### src/common/cpu_pkg.sv
// Datapath widths and internal selector encodings. Memory depths here are only top-level defaults.
package cpu_pkg;

   localparam int word_w = 32;
   typedef logic [word_w-1:0] word_t;

   // Default memory sizes as address bits of 32-bit words
   localparam int imem_aw_default = 8;
   localparam int dmem_aw_default = 8;

   typedef enum logic [2:0] {
      alu_add,
      alu_sub,
      alu_and,
      alu_or,
      alu_slt
   } alu_op_t;

   // Operand source in execute
   typedef enum logic [1:0] {
      fwd_none,
      fwd_ex_mem,
      fwd_mem_wb
   } fwd_sel_t;

endpackage

### src/common/isa_pkg.sv
// Encodings cover only add, sub, and, or, slt, addi, lw and sw. Branch, jump and shift codes are absent.
package isa_pkg;

   // Primary opcodes
   localparam logic [5:0] op_rtype = 6'd0;
   localparam logic [5:0] op_addi  = 6'd8;
   localparam logic [5:0] op_lw    = 6'd35;
   localparam logic [5:0] op_sw    = 6'd43;

   // R-type function codes, opcode zero with function zero is a no-op
   localparam logic [5:0] fn_add = 6'd32;
   localparam logic [5:0] fn_sub = 6'd34;
   localparam logic [5:0] fn_and = 6'd36;
   localparam logic [5:0] fn_or  = 6'd37;
   localparam logic [5:0] fn_slt = 6'd42;

   // Register index, r0 reads as zero
   typedef logic [4:0] reg_idx_t;

   // Field positions inside the 32-bit instruction word
   localparam int op_lsb = 26;
   localparam int rs_lsb = 21;
   localparam int rt_lsb = 16;
   localparam int rd_lsb = 11;

endpackage

### src/hw/execute_stage.sv
// EX/MEM forwarding passes the ALU result. A load result can reach execute only from MEM/WB.
`timescale 1ns/1ns

module execute_stage (
   input  logic              clk,
   input  logic              rst_n,
   input  logic              run,
   input  isa_pkg::reg_idx_t ex_rs,
   input  isa_pkg::reg_idx_t ex_rt,
   input  isa_pkg::reg_idx_t ex_dst,
   input  cpu_pkg::word_t    ex_a,
   input  cpu_pkg::word_t    ex_b,
   input  cpu_pkg::word_t    ex_imm,
   input  cpu_pkg::alu_op_t  ex_alu_op,
   input  logic              ex_use_imm,
   input  logic              ex_mem_read,
   input  logic              ex_mem_write,
   input  logic              ex_reg_write,
   input  logic              wb_we,
   input  isa_pkg::reg_idx_t wb_dst,
   input  cpu_pkg::word_t    wb_data,
   output cpu_pkg::word_t    mem_alu,
   output cpu_pkg::word_t    mem_store,
   output isa_pkg::reg_idx_t mem_dst,
   output logic              mem_read,
   output logic              mem_write,
   output logic              mem_reg_write
);

   cpu_pkg::fwd_sel_t fwd_a;
   cpu_pkg::fwd_sel_t fwd_b;
   cpu_pkg::word_t    opnd_a;
   cpu_pkg::word_t    opnd_rt;
   cpu_pkg::word_t    opnd_b;
   cpu_pkg::word_t    alu_y;
   logic              lt;

   // Younger result wins
   function automatic cpu_pkg::fwd_sel_t pick_fwd(isa_pkg::reg_idx_t src);
      cpu_pkg::fwd_sel_t sel;
      if (mem_reg_write && (mem_dst != '0) && (mem_dst == src)) begin
         sel = cpu_pkg::fwd_ex_mem;
      end else if (wb_we && (wb_dst != '0) && (wb_dst == src)) begin
         sel = cpu_pkg::fwd_mem_wb;
      end else begin
         sel = cpu_pkg::fwd_none;
      end
      return sel;
   endfunction

   function automatic cpu_pkg::word_t fwd_value(cpu_pkg::fwd_sel_t sel,
                                               cpu_pkg::word_t reg_val);
      cpu_pkg::word_t val;
      case (sel)
         cpu_pkg::fwd_ex_mem: val = mem_alu;
         cpu_pkg::fwd_mem_wb: val = wb_data;
         default:             val = reg_val;
      endcase
      return val;
   endfunction

   //////////////////////////////
   // Operand selection
   always_comb begin
      fwd_a   = pick_fwd(ex_rs);
      fwd_b   = pick_fwd(ex_rt);
      opnd_a  = fwd_value(fwd_a, ex_a);
      // Also the store data
      opnd_rt = fwd_value(fwd_b, ex_b);
      opnd_b  = ex_use_imm ? ex_imm : opnd_rt;
   end

   // Signed compare for slt
   assign lt = $signed(opnd_a) < $signed(opnd_b);

   always_comb begin
      case (ex_alu_op)
         cpu_pkg::alu_sub: alu_y = opnd_a - opnd_b;
         cpu_pkg::alu_and: alu_y = opnd_a & opnd_b;
         cpu_pkg::alu_or:  alu_y = opnd_a | opnd_b;
         cpu_pkg::alu_slt: alu_y = {{(cpu_pkg::word_w-1){1'b0}}, lt};
         default:          alu_y = opnd_a + opnd_b;
      endcase
   end

   //////////////////////////////
   // EX/MEM register
   always_ff @(posedge clk) begin
      if (!rst_n) begin
         mem_read      <= 1'b0;
         mem_write     <= 1'b0;
         mem_reg_write <= 1'b0;
      end else if (run) begin
         mem_read      <= ex_mem_read;
         mem_write     <= ex_mem_write;
         mem_reg_write <= ex_reg_write;
      end
   end

   always_ff @(posedge clk) begin
      if (run) begin
         mem_alu   <= alu_y;
         mem_store <= opnd_rt;
         mem_dst   <= ex_dst;
      end
   end

endmodule

### config.mk
export PLATFORM = sky130hd
export DESIGN_NAME = execute_stage
export DESIGN_NICKNAME = d
export VERILOG_FILES = /design/src/common/cpu_pkg.sv /design/src/common/isa_pkg.sv /design/src/hw/execute_stage.sv
export SDC_FILE = /design/constraint.sdc
export NUM_CORES = 1
export LEC_CHECK = 0
export BUFFER_PORTS_ARGS = -buffer_cell sky130_fd_sc_hd__buf_2
export CORE_ASPECT_RATIO = 0.5
export CORE_MARGIN = 1.5
export CORE_UTILIZATION = 35
export CTS_CLUSTER_SIZE = 24
export DETAILED_ROUTE_END_ITERATION = 6
export GPL_TIMING_DRIVEN = 0
export PLACE_DENSITY_LB_ADDON = 0.15
export SETUP_SLACK_MARGIN = 0.05
export SYNTH_ARGS = -nofsm -noshare
export SYNTH_HDL_FRONTEND = slang
export SYNTH_SLANG_ARGS = --single-unit
export TNS_END_PERCENT = 30
### constraint.sdc
create_clock -name clk -period 13.48 [get_ports clk]
set_clock_uncertainty 0.1 [all_clocks]
set_input_delay 2.696 -clock clk [delete_from_list [all_inputs] [get_ports clk]]
set_output_delay 2.696 -clock clk [all_outputs]
set_load 0.01 [all_outputs]
======== After elaboration in Yosys (flattened, before gate mapping) ========
Cells that the tools add are included.
cells by class
  reductions and logical operators ........ 8
  equal/unequal tests ..................... 12
  bitwise logic cells ..................... 2
  $add $sub $neg .......................... 2
  magnitude comparators ................... 1
  multiplexer cells ....................... 8
operators by type and width
  cell                                                 number
  case mux 32 bit (2 select lines)                     2
  case mux 32 bit (4 select lines)                     1
  adder 32 bit                                         1
  bitwise AND 32 bit                                   1
  less-than comparator 32 bit                          1
  2-to-1 mux 32 bit                                    1
  OR 32 bit                                            1
  subtractor 32 bit                                    1
  equality test 5 bit                                  4
  nonzero test 5 bit                                   2
  2-to-1 mux 2 bit                                     4
  equality test 3 x 2 -> 1 bit, second input constant  2
  logical AND 1 bit                                    6
  equality test 2 x 1 -> 1 bit, second input constant  2
  equality test 2 bit, second input constant           2
  equality test 3 x 1 -> 1 bit, second input constant  1
  equality test 3 bit, second input constant           1
word-level totals
  word-level logic and storage cells ...... 39
  output and inout bits ................... 72
  register bits ........................... 72

======== Depth between registers and ports, before layout ========
  depth after elaboration ................. 10
  depth in mapped cells ................... 19
  mapped depth without buffers ............ 18

======== Least setup slack after synthesis ========
OpenSTA, ideal clock, no wires.
  path kind ............................... input to register
  start ................................... in wb_dst[4]
  end ..................................... reg mem_alu[22], data pin
  arrival time ............................ 6.769 ns
  stages on the path ...................... 18
  setup slack ............................. 6.350 ns
  required time ........................... 13.119 ns
  path buffers ............................ 1
  setup time .............................. 0.261 ns
  path through ............................ xnor2_1 -> nand3_1 -> nor4_2 -> buf_2 -> mux2i_1 -> o21ai_0 -> mux2_2 -> ha_1 -> fa_1 -> or2_0 -> a221o_1 -> a211oi_2 -> nor3_2 -> a2111oi_2 -> o41ai_1 -> nand2_1 -> o211ai_1 -> a221o_1
between the ends
  cells in the longest elaborated chain, start to end .. 10
  elaborated cells between the ends (all ways) .. 22
  those cells by class .................... add/sub (2); eq/ne (6); mux (8); bitwise (2); reduce/logical (4)
RTL lines
  item                                                                 RTL line                                  source
  start, declared                                                      execute_stage.sv:20                       input isa_pkg::reg_idx_t wb_dst,
  nonzero test 5 bit                                                   execute_stage.sv:43                       end else if (wb_we && (wb_dst != '0) && (wb_dst == src)) begin
  logical AND 1 bit                                                    execute_stage.sv:43
  logical AND 1 bit *                                                  execute_stage.sv:43
  2-to-1 mux 2 bit *                                                   execute_stage.sv:43
  2-to-1 mux 2 bit *                                                   execute_stage.sv:41                       if (mem_reg_write && (mem_dst != '0) && (mem_dst == src)) begin
  equality test 2 bit or equality test 2 x 1 -> 1 bit (tied branches)  execute_stage.sv:54                       case (sel)
  case mux 32 bit (2 select lines) *                                   execute_stage.sv:54
  net opnd_rt[0]                                                       execute_stage.sv:33                       cpu_pkg::word_t opnd_rt;
  2-to-1 mux 32 bit *                                                  execute_stage.sv:70                       opnd_b = ex_use_imm ? ex_imm : opnd_rt;
  adder 32 bit or subtractor 32 bit (tied branches)                    execute_stage.sv:82, execute_stage.sv:78
  case mux 32 bit (4 select lines) *                                   execute_stage.sv:77                       case (ex_alu_op)
  net alu_y[22]                                                        execute_stage.sv:35                       cpu_pkg::word_t alu_y;
  end signal, assigned                                                 execute_stage.sv:102                      mem_alu <= alu_y;
  end, declared                                                        execute_stage.sv:22                       output cpu_pkg::word_t mem_alu,
Mark *: on every way through the listed nets, which the timed path passes. The rest lies on a longest branch.
A chain may end at the register's enable or synchronous reset.

======== Final worst setup path ========
  start ................................... in ex_rt[0]
  end ..................................... reg mem_alu[25], data pin
between the ends
  cells in the longest elaborated chain, start to end .. 9
  elaborated cells between the ends (all ways) .. 15
  those cells by class .................... add/sub (2); eq/ne (4); mux (5); bitwise (2); reduce/logical (2)
RTL lines
  item                                                                 RTL line                                  source
  start, declared                                                      execute_stage.sv:9                        input isa_pkg::reg_idx_t ex_rt,
  equality test 5 bit                                                  execute_stage.sv:43
  logical AND 1 bit                                                    execute_stage.sv:43
  2-to-1 mux 2 bit                                                     execute_stage.sv:43
  2-to-1 mux 2 bit *                                                   execute_stage.sv:41
  equality test 2 bit or equality test 2 x 1 -> 1 bit (tied branches)  execute_stage.sv:54
  case mux 32 bit (2 select lines) *                                   execute_stage.sv:54
  net opnd_rt[1]                                                       execute_stage.sv:33
  2-to-1 mux 32 bit *                                                  execute_stage.sv:70
  adder 32 bit or subtractor 32 bit (tied branches)                    execute_stage.sv:82, execute_stage.sv:78
  case mux 32 bit (4 select lines) *                                   execute_stage.sv:77
  net alu_y[25]                                                        execute_stage.sv:35
Marks and branches as above.

==> summary.txt <==
Synth
  • Post-synthesis instance area: ~9000 sq um
  • Cells after Synth: between 1k and 1.5k
  • Post-synth top area share: around 23%
  • Seq cells post-synth: between 70 and 80
  • Post-synthesis async set-or-reset flop share: 0%
  • Count of distinct cell types in the synthesized netlist: 79
  • Sequential cell area fraction in the yosys report: a little under a quarter
  • Most frequent cell after synthesis: nand2_1
  • Synth Area per Inst: 8.15 sq um
  • Cell taking the most area after synthesis: edfxtp_1
  • Most frequent cells after synthesis: nand2_1 (118), inv_1 (98), ha_1 (96), o21ai_0 (95), a21oi_1 (83)
  • Post-synth EDFFs: just under 70
  • Ys Warns: 0
  • Most used DFF post-synth: edfxtp_1
  • Post-synthesis net count: 1365
  • Synth area leaders: edfxtp_1 (23%), ha_1 (13%), mux2i_1 (8.0%)

Global route
  • Antenna violations before repair: 0
  • Vias in the first global route: between 8k and 9k
  • Overall track demand over capacity in global routing: about 28%
  • First-pass GRT wire length: 55.3 mm
  • Maximum number of pins on one net before global-route repair: 38
  • Leftover overflow at the end of global routing: 0

Pwr
  • Clock share of power: 27.9%
  • Static Leak: between 4 and 5 nW
  • Seq pwr share: a little under 30%
  • Largest voltage drop on the vdd net: about 0.067 mV
  • Net switching share of the total power: between 40 and 50%
  • Power per Cell Area: ~93 nW/um^2
  • Psw: between 0.4 and 0.5 mW
  • Internal power summed over all cells: between 0.6 and 0.7 mW
  • Combinational cell fraction of total power: about 43%

Floorplan
  • Die span in x: roughly 230 um
  • # rows: 41
  • Total I/O pin count: approximately 230
  • Vertical die dimension: 117 um
  • Core area: 25300 sq um
  • Initial standard-cell utilization of the core: between 30% and 40%
  • Area of the die: approximately 27000 sq um

Timing
  • Max-slew violations: 0
  • Accumulated negative setup slack: 0 ps
  • Hold violation count in the final report: 0
  • Period utilisation layout: 64.1%
  • Endpoints failing setup: 0
  • Achievable clock frequency: 116 MHz
  • Worst slew margin relative to its limit: roughly 4.1%
  • Setup repair after global routing missed its margin: no
  • Post-route worst setup slack: just under 5000 ps
  • Minimum clock period: 8640 ps
  • Slew at the pin closest to its max-slew limit: 1430 ps

Cells and area
  • Area growth, synth to finish: 21.5%
  • Number of antenna diodes: 0
  • Final-stage net count: 1605
  • Proportion of layout cells with a drive suffix above 1: around a quarter

CTS
  • Clock Root Buffer: clkbuf_16
  • Clock transition at the register clock pins on the worst setup and hold paths after CTS: approximately 70 ps
  • Number of clock sinks: 72
  • Clock buffer depth: 2
  • Post-cts repair resize count: 0
  • Cts bufs inserted: 9
  • TritonCTS clock tree: built
  • Post-CTS setup repair buffer count: 0
  • H-tree depth: 3
  • Number of buffers inserted by hold repair at cts: 0
  • Clock latency on the worst-skew pair: roughly 400 ps

Setup path
  • Chain of cells forming the critical path: buf_2, xnor2_1, nand3_1, nor4_4, clkbuf_1, o21ai_0, mux2_2, ha_1, nor2_1, o221ai_1, a21oi_1, a221oi_2, o41ai_1, a21oi_1, o21ai_1, xnor2_1, o221ai_1
  • Startpoint kind of the worst setup timing path: input pin
  • Critical path's top delay family: compound AO/OA/AOI/OAI gates
  • Highest-delay cell along the critical path: o41ai_1
  • Req. time, crit path: between 10000 and 15000 ps
  • CP Class: in -> reg
  • Critical Path Sink Type: register
  • Critical-path maximum fanout: 10
  • Setup slack on the worst flop-to-flop path: just under 7000 ps
  • Critical path data arrival time: 8620 ps
  • Peak per-stage delay on the critical path: 970 ps
  • Worst path bufs/invs: 2

Routing
  • WL/cell: 22.5 um
  • Remaining antenna violation count: 0
  • Number of remaining DRC errors: 0
  • Via-per-instance ratio: ~5.6
  • Wire length reported by the detailed router: about 38 mm
  • Starting DRT DRC Count: 881
  • First-pass DRT Iterations: 5
  • Detailed-route via count: between 9k and 10k

Placed design
  • Pre-CTS setup slack: 4440 ps
  • Count of buffers from port buffering: about 230
  • Placer congestion estimate: 0.958
  • Hpwl dp: ~30 mm

Hold path
  • Path category of the worst min-delay check: reg -> reg

Run status
  • Run status: completed

Job
  • Max-cap violations: 0
[cell usage in the layout (no fill, tap or decap), types with 13 or more instances in the layout]
master,count
clkbuf_1,44
buf_2,238
nand2_1,118
o21ai_0,95
mux2i_1,72
ha_1,96
mux2_2,31
a221oi_1,16
edfxtp_1,69
o21ai_1,18
nor2_1,77
a21oi_1,83
inv_1,98
o211ai_1,14
nor2b_1,15
nand2b_1,21
o21bai_1,13
o221ai_1,15
xnor2_1,18
[power groups by stage]
stage                     clock network [mW]  registers, mW  logic, mW
after global placement                     0          0.300      0.432
after global routing                   0.296          0.299      0.485
after floorplan                            0          0.310      0.266
after CTS                              0.287          0.296      0.437
after detailed placement                   0          0.301      0.434
final                                  0.286          0.296      0.444
[layout make-up]
class	count	area, sq um
fill	2546	14300
buffer	62	260
clock inverter	6	92.6
sequential	72	2130
timing repair buffer	229	1170
inverter	98	368
tap	344	430
clock buffer	10	239
multi-input combinational	876	6280
[metrics by stage]
stage / std cells / hold slack, ps / total power [mW] / util, % / area, sq um
floorplan: 1108 / 438 / 0.576 / - / 9030
global placement: 1679 / 394 / 0.732 / 41.9 / 10600
detailed placement: 1681 / 414 / 0.735 / 42.0 / 10600
CTS: 1697 / 428 / 1.02 / 43.4 / 11000
global route: 1697 / 442 / 1.08 / 43.4 / 11000
finish: 1697 / 424 / 1.03 / 43.4 / 11000
[worst paths after layout]
| kind | startpoint | endpoint | cells after the start |
|---|---|---|---|
| worst min-delay path | mem_read | mem_read | 2 |
| worst max register to register | mem_dst[0] | mem_alu[25] | 16 |
| worst min register to register | mem_read | mem_read | 2 |
| worst max-delay path | ex_rt[0] | mem_alu[25] | 17 |
[layer usage]
metal  GRT usage, %  vias to the layer above  share of wire, %
met2           41.9                      314                42
met5              0                        -                 0
met3           4.91                       37               6.0
li1               -                     4496                 -
met4           6.32                        0               1.6
met1           41.3                     4629                50
[worst register-to-register path: stages, from the launching register on]
cell,delay (ps)
edfxtp_1,450
xnor2_1,190
nand3_1,150
nor4_4,740
clkbuf_1,710
o21ai_0,270
mux2_2,360
ha_1,340
nor2_1,180
o221ai_1,230
a21oi_1,550
a221oi_2,180
o41ai_1,970
a21oi_1,370
o21ai_1,300
xnor2_1,160
o221ai_1,160
[cell families after synthesis]
kind of cell	Yosys count	synth area share (%)
xor+xnor	28	2.72
fa+ha+maj	98	13.7
compound gates	348	25.3
buf+inv	160	6.96
mux	103	11.8
flops	72	23.6
simple gates	299	15.9
[sequential cells by signal (all words and copies together) (netlist names)]
signal         flops
mem_reg_write      1
mem_store         32
mem_dst            5
mem_read           1
mem_alu           32
mem_write          1
No activity file was read; power rests on OpenSTA's default activity.
