<file path="src/common/cpu_pkg.sv">
// Datapath widths and internal selector encodings. Memory depths here are only top-level defaults.
package cpu_pkg;

   localparam int word_w = 32;
   typedef logic [word_w-1:0] word_t;

   // Default memory sizes as address bits of 32-bit words
   localparam int imem_aw_default = 8;
   localparam int dmem_aw_default = 8;

   typedef enum logic [2:0] {
      alu_add,
      alu_sub,
      alu_and,
      alu_or,
      alu_slt
   } alu_op_t;

   // Operand source in execute
   typedef enum logic [1:0] {
      fwd_none,
      fwd_ex_mem,
      fwd_mem_wb
   } fwd_sel_t;

endpackage

</file>
<file path="src/common/isa_pkg.sv">
// Encodings cover only add, sub, and, or, slt, addi, lw and sw. Branch, jump and shift codes are absent.
package isa_pkg;

   // Primary opcodes
   localparam logic [5:0] op_rtype = 6'd0;
   localparam logic [5:0] op_addi  = 6'd8;
   localparam logic [5:0] op_lw    = 6'd35;
   localparam logic [5:0] op_sw    = 6'd43;

   // R-type function codes, opcode zero with function zero is a no-op
   localparam logic [5:0] fn_add = 6'd32;
   localparam logic [5:0] fn_sub = 6'd34;
   localparam logic [5:0] fn_and = 6'd36;
   localparam logic [5:0] fn_or  = 6'd37;
   localparam logic [5:0] fn_slt = 6'd42;

   // Register index, r0 reads as zero
   typedef logic [4:0] reg_idx_t;

   // Field positions inside the 32-bit instruction word
   localparam int op_lsb = 26;
   localparam int rs_lsb = 21;
   localparam int rt_lsb = 16;
   localparam int rd_lsb = 11;

endpackage

</file>
<file path="src/decode/decode_stage.sv">
// Unknown opcodes and function codes decode as no-ops. Stall covers only a load directly ahead of a user.
`timescale 1ns/1ns

module decode_stage (
   input  logic              clk,
   input  logic              rst_n,
   input  logic              run,
   input  cpu_pkg::word_t    if_instr,
   input  logic              ex_mem_read_fb,
   input  isa_pkg::reg_idx_t ex_dst_fb,
   input  logic              wb_we,
   input  isa_pkg::reg_idx_t wb_dst,
   input  cpu_pkg::word_t    wb_data,
   output logic              stall,
   output isa_pkg::reg_idx_t ex_rs,
   output isa_pkg::reg_idx_t ex_rt,
   output isa_pkg::reg_idx_t ex_dst,
   output cpu_pkg::word_t    ex_a,
   output cpu_pkg::word_t    ex_b,
   output cpu_pkg::word_t    ex_imm,
   output cpu_pkg::alu_op_t  ex_alu_op,
   output logic              ex_use_imm,
   output logic              ex_mem_read,
   output logic              ex_mem_write,
   output logic              ex_reg_write
);

   logic [5:0]        opcode;
   logic [5:0]        funct;
   isa_pkg::reg_idx_t rs;
   isa_pkg::reg_idx_t rt;
   isa_pkg::reg_idx_t rd;
   isa_pkg::reg_idx_t dst;
   cpu_pkg::word_t    imm;
   cpu_pkg::word_t    rdata_1;
   cpu_pkg::word_t    rdata_2;
   cpu_pkg::alu_op_t  alu_op;
   logic              use_imm;
   logic              mem_read;
   logic              mem_write;
   logic              reg_write;
   logic              rf_we;

   assign opcode = if_instr[isa_pkg::op_lsb +: 6];
   assign rs     = if_instr[isa_pkg::rs_lsb +: 5];
   assign rt     = if_instr[isa_pkg::rt_lsb +: 5];
   assign rd     = if_instr[isa_pkg::rd_lsb +: 5];
   assign funct  = if_instr[5:0];
   assign imm    = {{16{if_instr[15]}}, if_instr[15:0]};

   //////////////////////////////
   // Control decode
   always_comb begin
      alu_op    = cpu_pkg::alu_add;
      use_imm   = 1'b0;
      mem_read  = 1'b0;
      mem_write = 1'b0;
      reg_write = 1'b0;
      dst       = rt;
      case (opcode)
         isa_pkg::op_rtype: begin
            dst       = rd;
            reg_write = 1'b1;
            case (funct)
               isa_pkg::fn_add: alu_op = cpu_pkg::alu_add;
               isa_pkg::fn_sub: alu_op = cpu_pkg::alu_sub;
               isa_pkg::fn_and: alu_op = cpu_pkg::alu_and;
               isa_pkg::fn_or:  alu_op = cpu_pkg::alu_or;
               isa_pkg::fn_slt: alu_op = cpu_pkg::alu_slt;
               // Includes function zero, the no-op
               default: reg_write = 1'b0;
            endcase
         end
         isa_pkg::op_addi: begin
            use_imm   = 1'b1;
            reg_write = 1'b1;
         end
         isa_pkg::op_lw: begin
            use_imm   = 1'b1;
            mem_read  = 1'b1;
            reg_write = 1'b1;
         end
         isa_pkg::op_sw: begin
            use_imm   = 1'b1;
            mem_write = 1'b1;
         end
         default: reg_write = 1'b0;
      endcase
   end

   // Load in EX feeding this instruction
   assign stall = ex_mem_read_fb && (ex_dst_fb != '0) &&
                  ((ex_dst_fb == rs) || (ex_dst_fb == rt));

   // Writeback lands only on run-high edges
   assign rf_we = wb_we && run;

   register_file u_register_file (
      .clk     (clk),
      .raddr_1 (rs),
      .raddr_2 (rt),
      .we      (rf_we),
      .waddr   (wb_dst),
      .wdata   (wb_data),
      .rdata_1 (rdata_1),
      .rdata_2 (rdata_2)
   );

   //////////////////////////////
   // ID/EX register
   always_ff @(posedge clk) begin
      if (!rst_n) begin
         ex_alu_op    <= cpu_pkg::alu_add;
         ex_use_imm   <= 1'b0;
         ex_mem_read  <= 1'b0;
         ex_mem_write <= 1'b0;
         ex_reg_write <= 1'b0;
      end else if (run) begin
         ex_alu_op    <= alu_op;
         ex_use_imm   <= use_imm;
         // Bubble while stalled
         ex_mem_read  <= mem_read && !stall;
         ex_mem_write <= mem_write && !stall;
         ex_reg_write <= reg_write && !stall;
      end
   end

   always_ff @(posedge clk) begin
      if (run) begin
         ex_rs  <= rs;
         ex_rt  <= rt;
         ex_dst <= dst;
         ex_a   <= rdata_1;
         ex_b   <= rdata_2;
         ex_imm <= imm;
      end
   end

endmodule

</file>
<file path="src/decode/register_file.sv">
// Registers are not reset. A write to r0 is dropped and a same-cycle write bypasses to the reads.
`timescale 1ns/1ns

module register_file (
   input  logic              clk,
   input  isa_pkg::reg_idx_t raddr_1,
   input  isa_pkg::reg_idx_t raddr_2,
   input  logic              we,
   input  isa_pkg::reg_idx_t waddr,
   input  cpu_pkg::word_t    wdata,
   output cpu_pkg::word_t    rdata_1,
   output cpu_pkg::word_t    rdata_2
);

   cpu_pkg::word_t regs [2**$bits(isa_pkg::reg_idx_t)];

   always_ff @(posedge clk) begin
      if (we && (waddr != '0)) begin
         regs[waddr] <= wdata;
      end
   end

   // r0 first, then write-before-read bypass
   assign rdata_1 = (raddr_1 == '0) ? '0 :
                    (we && (waddr == raddr_1)) ? wdata : regs[raddr_1];
   assign rdata_2 = (raddr_2 == '0) ? '0 :
                    (we && (waddr == raddr_2)) ? wdata : regs[raddr_2];

endmodule

</file>
<file path="config.mk">
export PLATFORM = sky130hd
export DESIGN_NAME = decode_stage
export DESIGN_NICKNAME = d
export VERILOG_FILES = /design/src/common/cpu_pkg.sv /design/src/common/isa_pkg.sv /design/src/decode/decode_stage.sv /design/src/decode/register_file.sv
export SDC_FILE = /design/constraint.sdc
export NUM_CORES = 1
export LEC_CHECK = 0
export BUFFER_PORTS_ARGS = -buffer_cell sky130_fd_sc_hd__buf_2
export CAP_MARGIN = 20
export CORE_UTILIZATION = 25
export CTS_CLUSTER_DIAMETER = 100
export DETAILED_ROUTE_END_ITERATION = 8
export GPL_TIMING_DRIVEN = 1
export SYNTH_ARGS = -nofsm -noshare
export SYNTH_HDL_FRONTEND = slang
export SYNTH_HIERARCHICAL = 1
export SYNTH_SLANG_ARGS = --single-unit
</file>
<file path="constraint.sdc">
create_clock -name clk -period 6 [get_ports clk]
set_input_delay 0.9 -clock clk [delete_from_list [all_inputs] [get_ports clk]]
set_output_delay 0.9 -clock clk [all_outputs]
set_load 0.005 [all_outputs]
</file>
Yosys cells after proc, flatten, opt, wreduce, memory -nomap -nowiden. Memory sizes are Yosys's and may differ from the RTL's. A register that Yosys moved wholly into a read port is not among the register bits. Index checks and enable logic that the tools add are counted.

Logic and storage cells: 47. Output and inout port bits: 119. Flip-flop bits (word level): 38. Memory bits (writable): 1024. Memories kept: 1. Input port bits: 79.

Reduce and logical (&&, ||, !) cells: 17. Equality and inequality tests: 10. Mux-type cells: 10.

Memory list: u_register_file.regs (words 32, bits a word 32, rd ports 2, clocked after memory_dff 2, write ports 1, RTL line register_file.sv:15) `cpu_pkg::word_t regs [2**$bits(isa_pkg::reg_idx_t)];`.

Operators by type and width (count): $eq A6 B6 Y1 const B (7); $pmux W3 S4 (1); $eq A5 B5 Y1 (2); $logic_not A5 Y1 (2); $reduce_bool A5 Y1 (2); $logic_and A1 B1 Y1 (7); $eq A6 B4 Y1 const B (1); $logic_not A6 Y1 (1); $mux W1 (6); $mux W5 (1); $reduce_or A5 Y1 (1); $mux W3 (1); $reduce_or A3 Y1 (1); $pmux W1 S2 (1); $reduce_or A2 Y1 (1); $logic_not A1 Y1 (1); $logic_or A1 B1 Y1 (1).

Depth between registers and ports, before layout.
Depth after elaboration: 5. Gate-level depth with buffers: 10. Depth with buffers taken out: 5.

Hierarchy. Netlist, hierarchy kept.

Modules (own cells, without submodules): register_file (sequential area each 30749.5 um2, cells each 2520, area an instance 47869.7 um2, times used 1); decode_stage (sequential area each 2992.9 um2, cells each 181, area an instance 3567.2 um2, times used 1).

Least setup slack after synthesis. No wires, ideal clock.

Path type: input-to-reg. Start point: in run. End point: mem u_register_file/regs[20][0] in the netlist's numbering (enable). Slack: 2.241 ns. Stages on the path: 5. Arrival: 3.338 ns. Setup time: 0.421 ns. Cell sequence: clkbuf_1 and2_1 or3b_2 clkbuf_1 nor2_1.

Word-level cells in the longest chain between the ends: 4.

Ends and longest elaborated chain: from (decl) (RTL line decode_stage.sv:7) `input logic run,`; $logic_and A1 B1 Y1 (RTL line decode_stage.sv:96) `assign rf_we = wb_we && run;`; net rf_we (RTL line decode_stage.sv:42) `logic rf_we;`; $logic_and A1 B1 Y1 (RTL line register_file.sv:18) `if (we && (waddr != '0)) begin`; $mux W1 (RTL line register_file.sv:18); $mux W1 (implied by the code) (RTL line register_file.sv:19) `regs[waddr] <= wdata;`; to (decl) (RTL line register_file.sv:15).

The timed path passes the listed nets, and every way through them passes these cells.

Worst setup path in the final report.
Start point: in if_instr[23]. End point: reg ex_a[10] (read register of u_register_file.regs) (data pin).

Word-level cells in the longest chain between the ends: 1.

Ends and longest elaborated chain: from (decl) (RTL line decode_stage.sv:8) `input cpu_pkg::word_t if_instr,`; $logic_not A5 Y1 (RTL line register_file.sv:24) `assign rdata_1 = (raddr_1 == '0) ? '0 :`; to (decl) (RTL line decode_stage.sv:18) `output cpu_pkg::word_t ex_a,`.

Parallel ways exist; a longest one is shown, timed or not. A chain may end at the register's enable or synchronous reset.

==> run_summary.xml <==
<?xml version="1.0" encoding="UTF-8"?>
<metrics>
  <group name="synthesis">
    <metric name="synthesis.area_per_instance" unit="um^2">19.0</metric>
    <metric name="synth-seq-cells" unit="">1126</metric>
    <metric name="synth.distinct_cells" unit="">63</metric>
    <metric name="synthCells" unit="">2701</metric>
    <metric name="yosysSeqAreaShare" unit="">0.656</metric>
    <metric name="yosysWarnings" unit="">6</metric>
    <metric name="fraction_of_post_synthesis_cell_area_in_the_top_cell_type_by_area" unit="">0.653</metric>
    <metric name="synth.area.top_cells" unit="">sky130_fd_sc_hd__edfxtp_1, sky130_fd_sc_hd__mux4_2, sky130_fd_sc_hd__mux2i_1, sky130_fd_sc_hd__a22oi_1, sky130_fd_sc_hd__a22o_1</metric>
    <metric name="ys_async_sr_fraction" unit="">0</metric>
    <metric name="synth_top_cell_by_area" unit="">sky130_fd_sc_hd__edfxtp_1</metric>
    <metric name="count_of_flip_flops_with_a_built_in_enable_after_synthesis" unit="">1119</metric>
    <metric name="synth_ff_type" unit="">sky130_fd_sc_hd__edfxtp_1</metric>
    <metric name="netlist_area" unit="um^2">51400</metric>
  </group>
  <group name="global_route">
    <metric name="combined_global_route_utilization_of_all_metal_layers" unit="">0.160</metric>
    <metric name="initial_antenna_violation_count" unit="">20</metric>
    <metric name="via_count_of_the_first_global_routing_pass" unit="">30300</metric>
    <metric name="gr-total-overflow" unit="">0</metric>
    <metric name="largest_net_degree_at_the_start_of_global_routing" unit="">84</metric>
    <metric name="global_route_wire_length_before_repair" unit="um">239000</metric>
  </group>
  <group name="layout">
    <metric name="layout_common_cells" unit="">sky130_fd_sc_hd__edfxtp_1, sky130_fd_sc_hd__mux4_2, sky130_fd_sc_hd__mux2i_1</metric>
    <metric name="mostFrequentLayoutCell" unit="">sky130_fd_sc_hd__edfxtp_1</metric>
    <metric name="design.final.nets" unit="">3008</metric>
    <metric name="proportion_of_layout_cells_with_a_drive_suffix_above_1" unit="">0.325</metric>
    <metric name="area_growth_syn_to_fin" unit="%">16.1</metric>
  </group>
  <group name="clock_network">
    <metric name="post_cts.resized_instances" unit="">0</metric>
    <metric name="clock_tree.root_cell" unit="">sky130_fd_sc_hd__clkbuf_16</metric>
    <metric name="clk_latency" unit="ns">0.75</metric>
    <metric name="cts.repair_timing.setup_buffer_count" unit="">0</metric>
    <metric name="maximum_root_to_sink_buffer_count" unit="">3</metric>
    <metric name="clock_buffers_created_by_tritoncts" unit="">114</metric>
    <metric name="clock_sink_count" unit="">1126</metric>
    <metric name="hold_bufs_at_cts" unit="">0</metric>
    <metric name="cts.htree.levels" unit="">3</metric>
    <metric name="cts_tree" unit="">built</metric>
    <metric name="clk_pin_slew" unit="ns">0.06</metric>
  </group>
  <group name="route">
    <metric name="drc_violation_total_after_the_first_tritonroute_iteration" unit="">3909</metric>
    <metric name="total_vias_in_the_final_route" unit="">30700</metric>
    <metric name="detail_route.vias_per_cell" unit="">5.37</metric>
    <metric name="met2RoutedLength" unit="um">81300</metric>
    <metric name="dr_wl_met3" unit="um">17200</metric>
    <metric name="drt_drc_violations_left" unit="">0</metric>
    <metric name="wire_length_on_met1" unit="um">66800</metric>
    <metric name="wl_per_cell" unit="um">30.0</metric>
    <metric name="route.top_layer_used" unit="">met5</metric>
    <metric name="first_pass_iteration_count_of_the_detailed_router" unit="">5</metric>
    <metric name="antenna_violating_nets_post_route" unit="">0</metric>
    <metric name="finalWirelength" unit="um">171000</metric>
  </group>
  <group name="floorplan">
    <metric name="die_width" unit="um">456</metric>
    <metric name="die_h" unit="um">456</metric>
    <metric name="num_rows" unit="">166</metric>
    <metric name="core_region_area" unit="um^2">205000</metric>
    <metric name="die_area" unit="um^2">208000</metric>
    <metric name="floorplan.io_pins" unit="">198</metric>
    <metric name="initial_utilization" unit="">0.251</metric>
  </group>
  <group name="sta">
    <metric name="worst_slew_pin_slew" unit="ns">1.21</metric>
    <metric name="max_clock_freq" unit="MHz">264</metric>
    <metric name="final_hold_viol_count" unit="">0</metric>
    <metric name="finalCriticalPeriod" unit="ns">3.79</metric>
    <metric name="setup_repair_after_global_routing_missed_its_margin" unit="">false</metric>
    <metric name="final.setup.tns" unit="ns">0</metric>
    <metric name="setup-violations-final" unit="">0</metric>
    <metric name="worst_slew_margin_rel" unit="">0.193</metric>
    <metric name="layout_worst_path_cycle_share" unit="">0.631</metric>
    <metric name="final_max_slew_viol_count" unit="">0</metric>
    <metric name="timing.clock.skew" unit="ns">0.0231</metric>
  </group>
  <group name="placed_design">
    <metric name="buffer_ports.inserted" unit="">197</metric>
    <metric name="place_congestion" unit="">0.845</metric>
    <metric name="place.detailed.hpwl" unit="um">107000</metric>
  </group>
  <group name="critical_path">
    <metric name="cp_cell_sequence" unit="">buf_4, nor2_1, nand2_1, o211a_1, buf_12, a22oi_1, o21ai_0</metric>
    <metric name="timing.critical_path.required" unit="ns">6.45</metric>
    <metric name="cell_family_with_most_cp_delay" unit="">simple AND/OR/NAND/NOR gates</metric>
    <metric name="worstSetupPathType" unit="">in2reg</metric>
    <metric name="worst_path_max_delay_cell" unit="">sky130_fd_sc_hd__nand2_1</metric>
    <metric name="critPathBufInv" unit="">2</metric>
    <metric name="cp_data_arrival_time" unit="ns">4.24</metric>
    <metric name="cp_slowest_stage_delay" unit="ns">0.90</metric>
    <metric name="timing.critical_path.to_type" unit="">flop</metric>
    <metric name="startpoint_type" unit="">input port</metric>
    <metric name="top_fanout_value_on_the_critical_path" unit="">24</metric>
  </group>
  <group name="outcome">
    <metric name="run_status" unit="">finished, final reports clean</metric>
  </group>
  <group name="power_and_ir_drop">
    <metric name="comb_power_share" unit="">0.084</metric>
    <metric name="power.density" unit="nW/um^2">292</metric>
    <metric name="peakVddDrop" unit="mV">0.239</metric>
    <metric name="p_int" unit="W">0.0133</metric>
    <metric name="netSwitchingPower" unit="W">0.00411</metric>
    <metric name="sequentialPowerShare" unit="">0.509</metric>
    <metric name="design_power_total" unit="W">0.0174</metric>
    <metric name="leakagePower" unit="nW">19.0</metric>
    <metric name="p_sw_frac" unit="">0.236</metric>
    <metric name="clkPwrFrac" unit="">0.407</metric>
  </group>
  <group name="job">
    <metric name="cap_viol_max_count" unit="">0</metric>
  </group>
  <group name="hold_path">
    <metric name="holdCritPathClass" unit="">in2reg</metric>
  </group>
</metrics>
-- logic make-up after synthesis --
group                     after synthesis  share of synthesized area
AOI/OAI and AO/OA                     429                     0.0621
muxes                                 662                      0.231
other                                   1                  0.0000729
buffers and inverters                 231                     0.0252
xor gates and xnor gates               20                    0.00341
and+or+nand+nor                       232                     0.0221
DFF                                  1126                      0.656
-- final cells by class --
cell class / count / area [um^2]
Fill cell: 19900 / 145000
Sequential cell: 1126 / 33700
Multi-Input combinational cell: 1375 / 16800
Tap cell: 2688 / 3360
Clock buffer: 136 / 2960
Timing Repair Buffer: 307 / 2060
Clock inverter: 75 / 716
Antenna cell: 10 / 25.0
Inverter: 5 / 18.8
-- path summary, 6_finish.rpt --
check / from / to / cells after the start / slack [ns]
worst max register to register: u_register_file/regs[26][16]$_DFFE_PP_ / ex_a[16]$_DFFE_PP_ / 5 / 3.60
worst min-delay path: if_instr[7] / ex_imm[7]$_DFFE_PP_ / 1 / 0.34
worst max-delay path: if_instr[23] / ex_a[10]$_DFFE_PP_ / 7 / 2.21
worst min register to register: ex_mem_read$_SDFFE_PN0P_ / ex_mem_read$_SDFFE_PN0P_ / 2 / 0.46
-- power by group through the flow --
stage	combinational (W)	sequential, W	clock (W)
global placement	0.00144	0.00904	0
CTS	0.00145	0.00888	0.00723
detailed placement	0.00145	0.00904	0
floorplan	0.000834	0.00900	0
global route	0.00153	0.00888	0.00751
finish	0.00146	0.00887	0.00709
-- synth_stat cells (5+ instances only) --
master and instances:
sky130_fd_sc_hd__a21oi_1 42, sky130_fd_sc_hd__edfxtp_1 1119, sky130_fd_sc_hd__buf_6 19, sky130_fd_sc_hd__a211o_1 5
sky130_fd_sc_hd__o31ai_1 11, sky130_fd_sc_hd__o22ai_1 41, sky130_fd_sc_hd__xnor2_1 14, sky130_fd_sc_hd__buf_1 13
sky130_fd_sc_hd__a311oi_1 5, sky130_fd_sc_hd__o22a_1 7, sky130_fd_sc_hd__nor2b_1 20, sky130_fd_sc_hd__buf_2 60
sky130_fd_sc_hd__mux4_2 417, sky130_fd_sc_hd__nand2_1 61, sky130_fd_sc_hd__a211oi_1 19, sky130_fd_sc_hd__nor2_1 77
sky130_fd_sc_hd__a221oi_1 27, sky130_fd_sc_hd__nand3_1 14, sky130_fd_sc_hd__clkbuf_1 79, sky130_fd_sc_hd__buf_4 54
sky130_fd_sc_hd__a2111oi_0 25, sky130_fd_sc_hd__nand2b_1 8, sky130_fd_sc_hd__nand3b_1 9, sky130_fd_sc_hd__or3b_2 6
sky130_fd_sc_hd__mux2i_1 210, sky130_fd_sc_hd__inv_1 5, sky130_fd_sc_hd__mux2_2 35, sky130_fd_sc_hd__xor2_1 6
sky130_fd_sc_hd__dfxtp_1 7, sky130_fd_sc_hd__o21ai_0 41, sky130_fd_sc_hd__nor3_1 7, sky130_fd_sc_hd__a22oi_1 81
sky130_fd_sc_hd__and2_1 7, sky130_fd_sc_hd__o2111ai_1 7, sky130_fd_sc_hd__a31oi_1 6, sky130_fd_sc_hd__a22o_1 49
sky130_fd_sc_hd__a21o_1 13, sky130_fd_sc_hd__o221ai_1 31, sky130_fd_sc_hd__nand4_1 10
-- state kept, by name, summed over array words and instances (netlist names) --
name	cells
ex_rt	5
ex_use_imm	1
ex_imm	16
ex_rs	5
ex_mem_write	1
u_register_file/regs	1024
ex_dst	5
ex_alu_op	3
ex_a	32
ex_b	32
ex_mem_read	1
ex_reg_write	1
-- per-stage QoR --
step	instance area [um^2]	hold slack [ns]	setup WS, ns	util	std cells
after floorplan	51600	0.449	2.24	-	2732
after global placement	55900	0.447	1.28	0.273	5497
after detailed placement	56000	0.449	1.28	0.274	5500
after CTS	59700	0.287	2.08	0.292	5711
after global routing	59700	0.310	2.17	0.292	5713
final	59700	0.339	2.21	0.292	5722
-- routing by layer --
| metal | vias to the layer above | track usage |
|---|---|---|
| li1 | 12000 | - |
| met3 | 288 | 0.0372 |
| met4 | 14 | 0.0568 |
| met1 | 16400 | 0.210 |
| met5 | - | 0 |
| met2 | 1930 | 0.259 |
No activity file was read; power rests on OpenSTA's default activity.
